**config.mk**
```make
export PLATFORM = sky130hd
export DESIGN_NAME = dcache_ctrl
export DESIGN_NICKNAME = d
export VERILOG_FILES = /design/src/hdl/dcache_pkg.sv /design/src/hdl/dcache_ctrl.sv
export SDC_FILE = /design/constraint.sdc
export NUM_CORES = 1
export LEC_CHECK = 0
export ABC_AREA = 0
export BUFFER_PORTS_ARGS = -buffer_cell sky130_fd_sc_hd__buf_2
export CAP_MARGIN = 15
export CORE_AREA = 4 4 133 135
export DETAILED_ROUTE_END_ITERATION = 10
export DIE_AREA = 0 0 137 139
export PLACE_DENSITY = 0.64
export SLEW_MARGIN = 20
export SYNTH_ARGS = -nofsm -noshare
export SYNTH_HDL_FRONTEND = slang
export SYNTH_SLANG_ARGS = --single-unit
```
**constraint.sdc**
```tcl
create_clock -name clk -period 3.5 [get_ports clk]
set_clock_uncertainty 0.15 [all_clocks]
set_input_delay 0.7 -clock clk [delete_from_list [all_inputs] [get_ports clk]]
set_output_delay 0.7 -clock clk [all_outputs]
set_load 0.05 [all_outputs]
```
**src/hdl/dcache_pkg.sv**
```systemverilog
package dcache_pkg;

    // address field widths
    localparam int tag_bits    = 20;
    localparam int index_bits  = 7;
    localparam int offset_bits = 3;
    localparam int word_bits   = 2;

    // words per line, also beats per burst
    localparam int line_words = 8;

    // one address split into its cache fields
    typedef struct packed {
        logic [tag_bits-1:0]    tag;
        logic [index_bits-1:0]  index;
        logic [offset_bits-1:0] offset;
        logic [word_bits-1:0]   byte_sel;
    } addr_fields_t;

    // same 32 bits, seen flat or as fields
    typedef union packed {
        logic [31:0]  word;
        addr_fields_t f;
    } cache_addr_u;

    // controller states
    typedef enum logic [1:0] {
        idle    = 2'd0,
        compare = 2'd1,
        memory  = 2'd2,
        update  = 2'd3
    } ctrl_state_e;

endpackage

```
**src/hdl/dcache_ctrl.sv**
```systemverilog
`timescale 1ns/1ps

module dcache_ctrl import dcache_pkg::*; (
    input  logic                            clk,
    input  logic                            arst_n,
    input  logic [31:0]                     addr,
    input  logic                            rd_en,
    input  logic [3:0]                      wr_be,
    input  logic [31:0]                     wr_data,
    input  logic [1:0]                      hit_way,
    input  logic                            victim_way,
    input  logic                            victim_dirty,
    input  logic [offset_bits-1:0]          fill_beat,
    input  logic                            fill_we,
    input  logic [31:0]                     fill_data,
    input  logic                            fill_done,
    input  logic                            wb_done,
    input  logic [31:0]                     hit_word,
    output cache_addr_u                     req_addr,
    output cache_addr_u                     lookup_addr,
    output logic [31:0]                     rd_data,
    output logic                            rd_valid,
    output logic                            wr_done,
    output logic                            lru_touch,
    output logic                            wr_hit,
    output logic                            line_alloc,
    output logic                            alloc_dirty,
    output logic                            fill_start,
    output logic                            wb_start,
    output logic [1:0][line_words-1:0][3:0] bank_we,
    output logic [31:0]                     bank_wdata
);

    ctrl_state_e state;
    cache_addr_u addr_r;
    logic        rd_r;
    logic [3:0]  be_r;
    logic [31:0] wdata_r;
    logic        way_r;
    logic        miss_r;
    logic        wb_pending;
    logic [31:0] fill_word;
    logic        is_hit;
    logic        accept;

    assign is_hit = |hit_way;
    assign accept = (state == idle) && (rd_en || (|wr_be));

    always_ff @(posedge clk or negedge arst_n) begin
        if (!arst_n) begin
            state      <= idle;
            rd_r       <= 1'b0;
            be_r       <= 4'b0;
            miss_r     <= 1'b0;
            wb_pending <= 1'b0;
        end else begin
            case (state)
                idle: begin
                    if (accept) begin
                        rd_r  <= rd_en;
                        be_r  <= wr_be;
                        state <= compare;
                    end
                end
                compare: begin
                    miss_r <= !is_hit;
                    if (is_hit) begin
                        state <= rd_r ? idle : update;
                    end else begin
                        wb_pending <= victim_dirty;
                        state      <= memory;
                    end
                end
                memory: begin
                    // refill done, and the writeback too if one was started
                    if (fill_done && (!wb_pending || wb_done)) begin
                        state <= update;
                    end
                end
                default: begin
                    state <= idle;
                end
            endcase
        end
    end

    // request payload and refill capture
    always_ff @(posedge clk) begin
        if (accept) begin
            addr_r  <= cache_addr_u'(addr);
            wdata_r <= wr_data;
        end
        if (state == compare) begin
            way_r <= is_hit ? hit_way[1] : victim_way;
        end
        if (fill_we && (fill_beat == addr_r.f.offset)) begin
            fill_word <= fill_data;
        end
    end

    // stores see the live address while idle
    assign lookup_addr = (state == idle) ? cache_addr_u'(addr) : addr_r;
    assign req_addr    = addr_r;

    assign lru_touch   = (state == compare) && is_hit;
    assign wr_hit      = lru_touch && !rd_r;
    assign fill_start  = (state == compare) && !is_hit;
    assign wb_start    = fill_start && victim_dirty;
    assign line_alloc  = (state == update) && miss_r;
    assign alloc_dirty = !rd_r;

    assign rd_valid = rd_r && (((state == compare) && is_hit) || (state == update));
    assign rd_data  = (state == compare) ? hit_word : fill_word;
    assign wr_done  = !rd_r && (state == update);

    // refill beats fill whole words, a write merges under its byte enables
    always_comb begin
        bank_we    = '0;
        bank_wdata = wdata_r;
        if ((state == memory) && fill_we) begin
            bank_we[way_r][fill_beat] = 4'hf;
            bank_wdata                = fill_data;
        end else if ((state == update) && !rd_r) begin
            bank_we[way_r][addr_r.f.offset] = be_r;
        end
    end

    // processor never asks for a read and a write at once
    a_req_exclusive: assert property (
        @(posedge clk) disable iff (!arst_n)
        (state == idle) |-> !(rd_en && (|wr_be))
    );

endmodule

```
==> results.py <==
metrics = {
    "finish": {
        "finalCoreUtilization_pct": 45.2,
        "final_net_count": 927,
        "ff_latch_area_sq_um": 3140,
        "final_cell_area_sq_um": 7450,
        "fill_cells": 1625,
        "n_antenna_cell": 0,
        "multiInputGateArea_sq_um": 1910,
        "drive_gt1_share_pct": 55.3,
        "area_delta_synth_final_pct": 44.1,
    },
    "logic_synthesis": {
        "syn-instance-count": 445,
        "yosysMostFrequentCell": "nand2_1",
        "ys_ff_latch": 106,
        "synthesis.nets": 590,
        "yosys-top-cells-count": "nand2_1, edfxtp_1, o21ai_0, mux2_2, clkbuf_1",
        "synth_edf_count": 97,
        "syn_avg_cell_area_sq_um": 11.6,
        "ys_seq_area_share_pct": 60.7,
        "synth_area_sq_um": 5170,
        "async_reset_ff_share_pct": 8.49,
        "ys_top_cells_by_area": "edfxtp_1, mux2_2, nand2_1",
        "synthFlopType": "edfxtp_1",
        "synth_warnings": 0,
        "yosys.area.top_type": "edfxtp_1",
        "yosysTopAreaCellShare_pct": 56.4,
        "ys_types": 32,
    },
    "global_routing": {
        "met1_usage_pct": 19.1,
        "grt_max_degree": 44,
        "gr-total-overflow": 0,
        "met3_usage_pct": 4.39,
        "grt_pass1_wl_mm": 25.8,
        "grt_pass1_vias": 4815,
        "met2_usage_pct": 31.9,
        "antenna_found_initial": 0,
        "top_usage_layer": "met2",
        "track_usage_pct": 17.1,
    },
    "placed_design": {
        "gp_congestion": 0.850,
        "placed_cell_area_sq_um": 7180,
        "dp.final_hpwl_mm": 13.4,
        "port_buffers": 344,
    },
    "outcome": {
        "outcome": "complete, no violations",
    },
    "critical_path": {
        "cp.arrival_ns": 2.24,
        "required_ns": 2.65,
        "critPathCaptureType": "primary output",
        "path_class": "flop to primary output",
        "critPathLaunchType": "flop",
        "cp_max_fo": 16,
    },
    "clock_tree": {
        "clock_latency_ns": 0.33,
        "ctsResizeCount": 0,
        "cts_tree": "yes",
        "post_cts_buffers": 0,
        "cts_sinks": 106,
        "htree_levels": 3,
        "cts_hold_buffers": 0,
        "ctsLongestPathBuffers": 2,
        "cts-root-buf": "clkbuf_16",
        "clk_pin_slew_ns": 0.07,
        "cts_inserted_buffers": 9,
    },
    "route": {
        "drt_iter0_drc": 213,
        "vias": 4712,
        "drtPass1Iterations": 4,
        "viasPerCell": 4.68,
        "wl_mm": 17.0,
        "wl_per_cell_um": 16.9,
        "ant_nets": 0,
        "drc": 0,
    },
    "pwr": {
        "sequentialPowerShare_pct": 26.1,
        "p_switching_mw": 4.24,
        "pwr-share-comb_pct": 61.7,
        "power_mw": 7.68,
        "p_sw_share_pct": 55.3,
        "leakagePower_nw": 3.48,
        "internal-power_mw": 3.44,
        "max-vdd-ir-drop_mv": 0.762,
        "pwr-share-clk_pct": 12.2,
        "powerDensity_nw_per_um2": 1030,
    },
    "sta": {
        "rsz0062_at_grt": "false",
        "tns_ns": 0,
        "finalMaxSlewViolations": 0,
        "worst_slew_margin_rel_pct": 63.6,
        "worst_slew_pin_slew_ns": 0.545,
        "hold_viol": 0,
        "final.min_clock_period_ns": 3.09,
        "period_share_pct": 88.4,
        "setup_viol": 0,
        "max_freq_mhz": 323,
        "whs_ns": 0.0540,
    },
    "min_path": {
        "hp-class": "input port to async pin",
    },
    "die": {
        "start_util_pct": 31.4,
        "core-area_sq_um": 16500,
        "fp.dieArea_sq_um": 19000,
        "pin_count": 345,
        "rows": 47,
        "die_w_um": 137,
        "die_h_um": 139,
    },
    "job": {
        "max_cap_viol_count": 0,
    },
}
## routing by layer
| layer | vias up | wire length (um) | share of wire [%] |
|---|---|---|---|
| met1 | 2199 | 6280 | 37 |
| met3 | 23 | 1360 | 8.0 |
| met5 | - | 0 | 0 |
| met4 | 0 | 268 | 1.6 |
| met2 | 205 | 9070 | 53 |
| li1 | 2285 | - | - |
## kinds of logic (layout without fill, tap and decap cells)
| logic type | count (synthesis) | count (layout) | synth area share, % |
|---|---|---|---|
| flip-flops | 106 | 106 | 60.7 |
| multiplexers | 65 | 65 | 14.2 |
| XOR/XNOR | 3 | 3 | 0.509 |
| AO/OA/AOI/OAI | 78 | 78 | 8.18 |
| AND/OR/NAND/NOR | 161 | 161 | 13.7 |
| buffers and inverters | 32 | 374 | 2.76 |
## path summary, 6_finish.rpt
check	from	end	slack, ns	cells after the start
hold / removal	arst_n	be_r[2]	0.05	1
setup / recovery	state[0]	bank_we[43]	0.41	4
min in group clk	miss_r	miss_r	0.35	2
max in group asynchronous	arst_n	state[1]	2.96	1
hold reg to reg	miss_r	miss_r	0.35	2
setup reg to reg	state[0]	wdata_r[6]	0.98	4
## layout by cell type, fill, tap and decap left out, types with 4 or more instances in the layout
master / netlist / final
mux2_2: 65 / 65
o21ai_0: 66 / 66
clkbuf_16: 0 / 9
a22o_1: 4 / 4
buf_2: 9 / 344
edfxtp_1: 97 / 97
nand2_1: 109 / 109
nand4b_1: 4 / 4
nor2b_1: 7 / 7
dfrtp_1: 9 / 9
inv_1: 5 / 4
buf_4: 1 / 4
buf_12: 0 / 4
nor2_1: 10 / 9
nand3_1: 14 / 14
nand4_1: 6 / 6
## flip-flops by register name, summed over array words and instances (netlist names)
signal      flops
wb_pending      1
rd_r            1
miss_r          1
wdata_r        32
be_r            4
way_r           1
state           2
fill_word      32
req_addr       32
## power groups by stage
| stage | clock, mW | sequential [mW] | combinational (mW) |
|---|---|---|---|
| after floorplan | 0 | 2.38 | 3.28 |
| after global placement | 0 | 2.02 | 4.76 |
| after detailed placement | 0 | 2.03 | 4.78 |
| after CTS | 0.978 | 2.00 | 4.79 |
| after global routing | 1.03 | 2.05 | 4.99 |
| final | 0.934 | 2.00 | 4.74 |
## layout make-up
| cell class | instances | share of cell area [%] |
|---|---|---|
| clock buffer | 11 | 3.12 |
| inverter | 6 | 0.302 |
| clock inverter | 5 | 0.504 |
| sequential | 106 | 42.1 |
| multi-input combinational | 307 | 25.6 |
| timing repair buffer | 352 | 24.6 |
| tap | 220 | 3.70 |
## worst max-delay path, stage by stage (launching register included)
cell and delay (ns):
dfrtp_1 0.55, and3b_1 0.28, nand2_1 0.32, o21ai_0 0.41
buf_2 0.33
## metrics by stage
stage,setup WS [ns],instances
after CTS,0.357,1007
after global routing,0.245,1007
after detailed placement,0.676,991
after global placement,0.738,991
after floorplan,0.166,445
final,0.406,1007
(Power assumes the default switching activity.)
