===== src/hdl/dcache_pkg.sv =====
package dcache_pkg;

    // address field widths
    localparam int tag_bits    = 20;
    localparam int index_bits  = 7;
    localparam int offset_bits = 3;
    localparam int word_bits   = 2;

    // words per line, also beats per burst
    localparam int line_words = 8;

    // one address split into its cache fields
    typedef struct packed {
        logic [tag_bits-1:0]    tag;
        logic [index_bits-1:0]  index;
        logic [offset_bits-1:0] offset;
        logic [word_bits-1:0]   byte_sel;
    } addr_fields_t;

    // same 32 bits, seen flat or as fields
    typedef union packed {
        logic [31:0]  word;
        addr_fields_t f;
    } cache_addr_u;

    // controller states
    typedef enum logic [1:0] {
        idle    = 2'd0,
        compare = 2'd1,
        memory  = 2'd2,
        update  = 2'd3
    } ctrl_state_e;

endpackage


===== src/hdl/dcache_bus_master.sv =====
`timescale 1ns/1ps

module dcache_bus_master import dcache_pkg::*; (
    input  logic                        clk,
    input  logic                        arst_n,
    input  cache_addr_u                 req_addr,
    input  logic [tag_bits-1:0]         victim_tag,
    input  logic [line_words-1:0][31:0] victim_line,
    input  logic                        fill_start,
    input  logic                        wb_start,
    output logic [31:0]                 ar_addr,
    output logic                        ar_valid,
    input  logic                        ar_ready,
    input  logic [31:0]                 r_data,
    input  logic                        r_valid,
    input  logic                        r_last,
    output logic                        r_ready,
    output logic [31:0]                 aw_addr,
    output logic                        aw_valid,
    input  logic                        aw_ready,
    output logic [31:0]                 w_data,
    output logic                        w_valid,
    output logic                        w_last,
    input  logic                        w_ready,
    output logic [offset_bits-1:0]      fill_beat,
    output logic                        fill_we,
    output logic [31:0]                 fill_data,
    output logic                        fill_done,
    output logic                        wb_done
);

    logic                        fill_busy;
    logic [offset_bits-1:0]      wb_cnt;
    logic [line_words-1:0][31:0] wb_buf;
    cache_addr_u                 fill_addr;
    cache_addr_u                 wb_addr;

    // refill engine
    always_ff @(posedge clk or negedge arst_n) begin
        if (!arst_n) begin
            ar_valid  <= 1'b0;
            fill_busy <= 1'b0;
            fill_done <= 1'b0;
            fill_beat <= '0;
        end else if (fill_start) begin
            ar_valid  <= 1'b1;
            fill_busy <= 1'b1;
            fill_done <= 1'b0;
            fill_beat <= '0;
        end else begin
            if (ar_valid && ar_ready) begin
                ar_valid <= 1'b0;
            end
            if (fill_we) begin
                fill_beat <= fill_beat + 1'b1;
                if (r_last) begin
                    fill_busy <= 1'b0;
                    fill_done <= 1'b1;
                end
            end
        end
    end

    always_comb begin
        fill_addr            = req_addr;
        fill_addr.f.offset   = '0;
        fill_addr.f.byte_sel = '0;
    end

    assign ar_addr   = fill_addr.word;
    assign r_ready   = fill_busy;
    assign fill_we   = r_valid && r_ready;
    assign fill_data = r_data;

    // writeback engine, independent of the refill
    always_ff @(posedge clk or negedge arst_n) begin
        if (!arst_n) begin
            aw_valid <= 1'b0;
            w_valid  <= 1'b0;
            w_last   <= 1'b0;
            wb_done  <= 1'b0;
            wb_cnt   <= '0;
        end else if (wb_start) begin
            aw_valid <= 1'b1;
            wb_done  <= 1'b0;
            wb_cnt   <= '0;
        end else begin
            if (aw_valid && aw_ready) begin
                aw_valid <= 1'b0;
                w_valid  <= 1'b1;
            end
            if (w_valid && w_ready) begin
                wb_cnt <= wb_cnt + 1'b1;
                w_last <= (wb_cnt == 3'd6);
                if (w_last) begin
                    w_valid <= 1'b0;
                    wb_done <= 1'b1;
                end
            end
        end
    end

    // victim line and its own address, held for the whole burst
    always_ff @(posedge clk) begin
        if (wb_start) begin
            wb_buf             <= victim_line;
            wb_addr.f.tag      <= victim_tag;
            wb_addr.f.index    <= req_addr.f.index;
            wb_addr.f.offset   <= '0;
            wb_addr.f.byte_sel <= '0;
        end
    end

    assign aw_addr = wb_addr.word;
    assign w_data  = wb_buf[wb_cnt];

    // last flag lines up with the eighth data beat
    a_wlast_beat: assert property (
        @(posedge clk) disable iff (!arst_n)
        w_last |-> w_valid && (wb_cnt == 3'd7)
    );

endmodule


===== config.mk =====
export PLATFORM = sky130hd
export DESIGN_NAME = dcache_bus_master
export DESIGN_NICKNAME = d
export VERILOG_FILES = /design/src/hdl/dcache_pkg.sv /design/src/hdl/dcache_bus_master.sv
export SDC_FILE = /design/constraint.sdc
export NUM_CORES = 1
export LEC_CHECK = 0
export BUFFER_PORTS_ARGS = -buffer_cell sky130_fd_sc_hd__buf_4
export CAP_MARGIN = 20
export CORE_AREA = 3 3 190 192
export DETAILED_ROUTE_END_ITERATION = 7
export DIE_AREA = 0 0 193 195
export PLACE_DENSITY = 0.67
export SYNTH_ARGS = -nofsm -noshare
export SYNTH_HDL_FRONTEND = slang
export SYNTH_SLANG_ARGS = --single-unit

===== constraint.sdc =====
create_clock -name clk -period 2.2 [get_ports clk]
set_input_delay 0.11 -clock clk [delete_from_list [all_inputs] [get_ports clk]]
set_output_delay 0.11 -clock clk [all_outputs]
set_load 0.1 [all_outputs]

==> results of run 1 <==
cells by family after synthesis:
group,Yosys count,synth area share (%)
buffers and inverters,93,5.703
AO/OA/AOI/OAI,11,0.6421
adder cells (fa/ha/maj),3,0.3265
AND/OR/NAND/NOR,16,0.5659
flip-flops,296,76.75
other,1,0.03262
XOR/XNOR,4,0.3048
multiplexers,96,15.67
stage by stage:
stage          util, %  std cells  hold WS, ps  area, sq um
2_1_floorplan        -        529       -185.6        11530
3_3_place_gp     41.96       1286       -31.35        14490
3_5_place_dp     41.96       1286       -31.72        14490
==> flow_metrics.tcl, run 1 <==
set metrics [dict create \
    outcome "aborted with a tool error" \
    stop_stage "clock tree synthesis" \
    error "[ERROR RSZ-0060] Max buffer count reached." \
    clock-sinks 296 \
    synth_top_area_share_pct 73.92 \
    start_util_pct 33.28 \
    post-place-ws_ps 172.7 \
    post_cts_buffers 4 \
    synth_common_cells "edfxtp_1, buf_4, mux4_2" \
    port_buffers 368 \
    synth.largest_area_cell "edfxtp_1" \
    ys.flop_type "edfxtp_1" \
    synth-seq-cells 296 \
    ctsHoldBuffers 270 \
    synth_edf_count 283 \
    ys_types 24 \
    die_w_um 193 \
    synth.area.top_cells "edfxtp_1, mux4_2, buf_4, mux2_2, dfrtp_1" \
    dp_hpwl_mm 20.64 \
    num_rows 68 \
    synth.most_common_cell "edfxtp_1" \
    syn-mean-instance-area_sq_um 22.11 \
    seq_area_frac_synth_pct 76.75 \
    synthCells 520 \
    h-tree-depth 1 \
    gp_congestion 0.7496 \
    ys_async_sr_fraction_pct 4.392 \
    die_h_um 195 \
    syn-cell-area_sq_um 11500 \
    ys_warn_count 0 \
    cts_root_buffer "clkbuf_16" \
    ctsResizeCount 66 \
    pin_count 488 \
    clock_tree.buffer_depth 3 \
    cts-buffers-inserted 30 \
]
==> run 2, diff against run 1 <==
--- a/config.mk
+++ b/config.mk
@@ -7,10 +7,10 @@
 export LEC_CHECK = 0
 export BUFFER_PORTS_ARGS = -buffer_cell sky130_fd_sc_hd__buf_4
 export CAP_MARGIN = 20
-export CORE_AREA = 3 3 190 192
+export CORE_MARGIN = 3
+export CORE_UTILIZATION = 25
 export DETAILED_ROUTE_END_ITERATION = 7
-export DIE_AREA = 0 0 193 195
-export PLACE_DENSITY = 0.67
+export PLACE_DENSITY_LB_ADDON = 0.15
 export SYNTH_ARGS = -nofsm -noshare
 export SYNTH_HDL_FRONTEND = slang
 export SYNTH_SLANG_ARGS = --single-unit
==> run 2 against run 1 <==
  * Synthesized cell count unchanged
  * Synthesized area unchanged
  * The flow now finishes, with violations (setup timing)
==> flow_metrics.tcl, run 2 <==
set metrics [dict create \
    regMostFlops "wb_buf" \
    fillerInstances 4034 \
    final_common_cell "buf_4" \
    nets 1513 \
    clock-sinks 296 \
    outcome "finished with violations" \
    drc 0 \
    antenna_found_initial 5 \
    synth_common_cells "edfxtp_1, buf_4, mux4_2" \
    setup_viol 32 \
    start_util_pct 25.66 \
    num_rows 77 \
    combPwrFrac_pct 23.4 \
    drive_above_1_share_pct 45.19 \
    slowest_stage "mux4_2" \
    p_per_area_nw_per_um2 854.4 \
    layout_common_cells "buf_4, dlygate4sd3_1, edfxtp_1" \
    rsz0062_at_grt "true" \
    path_cells "buf_12 > buf_4 > mux4_2 > mux2_2 > buf_6" \
    power_w 0.01619 \
    ys_async_sr_fraction_pct 4.392 \
    cp_data_arrival_time_ps 2330 \
    die_w_um 220.4 \
    cp_max_fo 11 \
    leakage_nw 7.298 \
    path_delay_family "multiplexers" \
    seqPwrFrac_pct 42.0 \
    drv_slew 0 \
    drt_iter0_drc 300 \
    die_h_um 220.4 \
    hp-class "in2out" \
    cp.required_ps 2090 \
    seq_area_frac_synth_pct 76.75 \
    grt_util_all_layers_pct 12.75 \
    crit_buf_inv 3 \
    num_vias 7209 \
    port_buffers 368 \
    first_global_vias 8283 \
    cts_root_buffer "clkbuf_16" \
    tightest_slew_ps 630.6 \
    pin_count 488 \
    ys_warn_count 0 \
    grt_overflow 0 \
    max_freq_mhz 409.1 \
    syn_to_final_growth_pct 64.79 \
    max_cap_violations 0 \
    vdd_drop_max_v 0.0005940 \
    critPathLaunchType "flop" \
    synth-seq-cells 296 \
    avgViaCountPerCell 4.052 \
    cts-buffers-inserted 35 \
    antenna_left 0 \
    wl_per_cell_um 17.75 \
    dp_hpwl_mm 21.34 \
    syn-mean-instance-area_sq_um 22.11 \
    finClkSkew_ps 22.58 \
    finalHoldViolCount 0 \
    violations "setup timing" \
    clock_tree.buffer_depth 3 \
    p_switching_w 0.004575 \
    grt_first_pass_wirelength_mm 46.91 \
    die_area_sq_um 48590 \
    endpoint_kind "output port" \
    crit_type "reg2out" \
    ys_types 24 \
    slew_headroom_pct 57.82 \
    post-route-period-util_pct 111.1 \
    max_stage_delay_ps 510 \
    ys.flop_type "edfxtp_1" \
    cts_tree "yes" \
    setup_slack_ps -244.2 \
    h-tree-depth 2 \
    synth.area.top_cells "edfxtp_1, mux4_2, buf_4, mux2_2, dfrtp_1" \
    synth.most_common_cell "edfxtp_1" \
    synthCells 520 \
    p_sw_share_pct 28.27 \
    clkLatencyLatePin_ps 540 \
    p_int_w 0.01161 \
    tns_ps -6493 \
    largest_reg_flops 256 \
    p_clk_share_pct 34.6 \
    synth_edf_count 283 \
    clk_pin_slew_ps 60 \
    grt_max_degree 63 \
    gp_congestion 0.7096 \
    synth.largest_area_cell "edfxtp_1" \
    coreArea_sq_um 44800 \
    syn-cell-area_sq_um 11500 \
    post-route-min-period_ps 2444 \
    routed_wl_mm 31.58 \
    synth_top_area_share_pct 73.92 \
    drt-pass1-iter-count 4 \
]
run 2: cell counts after synthesis:
No cell type changed its count.
run 2: kinds of logic (layout without fill, tap and decap cells):
group	Yosys count	after routing	synth area share, %
muxes	96	96	15.67
xor gates and xnor gates	4	4	0.3048
DFF	296	296	76.75
adders and majority gates	3	3	0.3265
other	1	13	0.03262
buffers and inverters	93	748	5.703
AOI/OAI and AO/OA	11	11	0.6421
and+or+nand+nor	16	16	0.5659
run 2: per-stage QoR:
stage	instance area, sq um	worst slack [ps]	utilization, %	hold WS, ps	cells
6_report	18940	-244.2	42.29	220.0	1779
2_1_floorplan	11530	257.1	-	-185.6	529
4_1_cts	18810	-325.0	41.99	220.7	1775
5_1_grt	18940	-342.2	42.28	220.3	1778
3_3_place_gp	14670	206.1	32.75	-24.18	1419
3_5_place_dp	14670	202.4	32.75	-24.55	1419
run 2: per-layer routing:
layer	wire length, um	up-vias	part of all wire [%]	global-route usage [%]
met5	27	-	0.086	0
met4	938	4	3.0	4.980
met3	2877	77	9.1	4.477
met2	15310	325	48	21.20
met1	12430	3495	39	15.23
li1	-	3308	-	-
run 2: layout make-up:
class | count | area, sq um | share of cell area (%)
antenna | 3 | 7.507 | 0.03963
clock buffer | 43 | 927.1 | 4.894
clock inverter | 17 | 168.9 | 0.8916
inverter | 5 | 18.77 | 0.09907
multi-input combinational | 140 | 2058 | 10.86
sequential | 296 | 8832 | 46.62
tap | 592 | 740.7 | 3.910
timing repair buffer | 683 | 6191 | 32.68
run 2: path summary, 6_finish.rpt:
kind / startpoint / slack (ps) / endpoint / cells after the start
max: wb_cnt[0] / -240 / w_data[9] / 5
min: req_addr[12] / 220 / ar_addr[12] / 0
max reg2reg: wb_cnt[0] / 660 / wb_cnt[1] / 5
min reg2reg: ar_valid / 490 / ar_valid / 1
max in group asynchronous: arst_n / 1040 / wb_cnt[1] / 3
min in group asynchronous: arst_n / 670 / wb_cnt[0] / 3
run 2: what timing repair did:
action / in CTS / in global routing
endpoints found under the hold margin: 335 / 0
cloned: 0 / 1
buffers inserted: 3 / 0
endpoints found under the setup margin: 32 / 32
hold buffers: 293 / 0
resized for setup: 20 / 24
run 2: power by group through the flow:
stage	registers [W]	logic (W)	clock network, W
CTS	0.00680	0.00373	0.00583
detailed placement	0.00692	0.00320	0
global placement	0.00691	0.00319	0
finish	0.00680	0.00379	0.00560
floorplan	0.00722	0.00230	0
global route	0.00684	0.00398	0.00605
run 2: worst register-to-register path, delay by kind of cell (launching register included):
family	cells	cell delay, ps
compound gates	1	270
fa+ha+maj	1	230
flops	1	510
buf+inv	3	390
No activity file was read; power rests on OpenSTA's default activity.
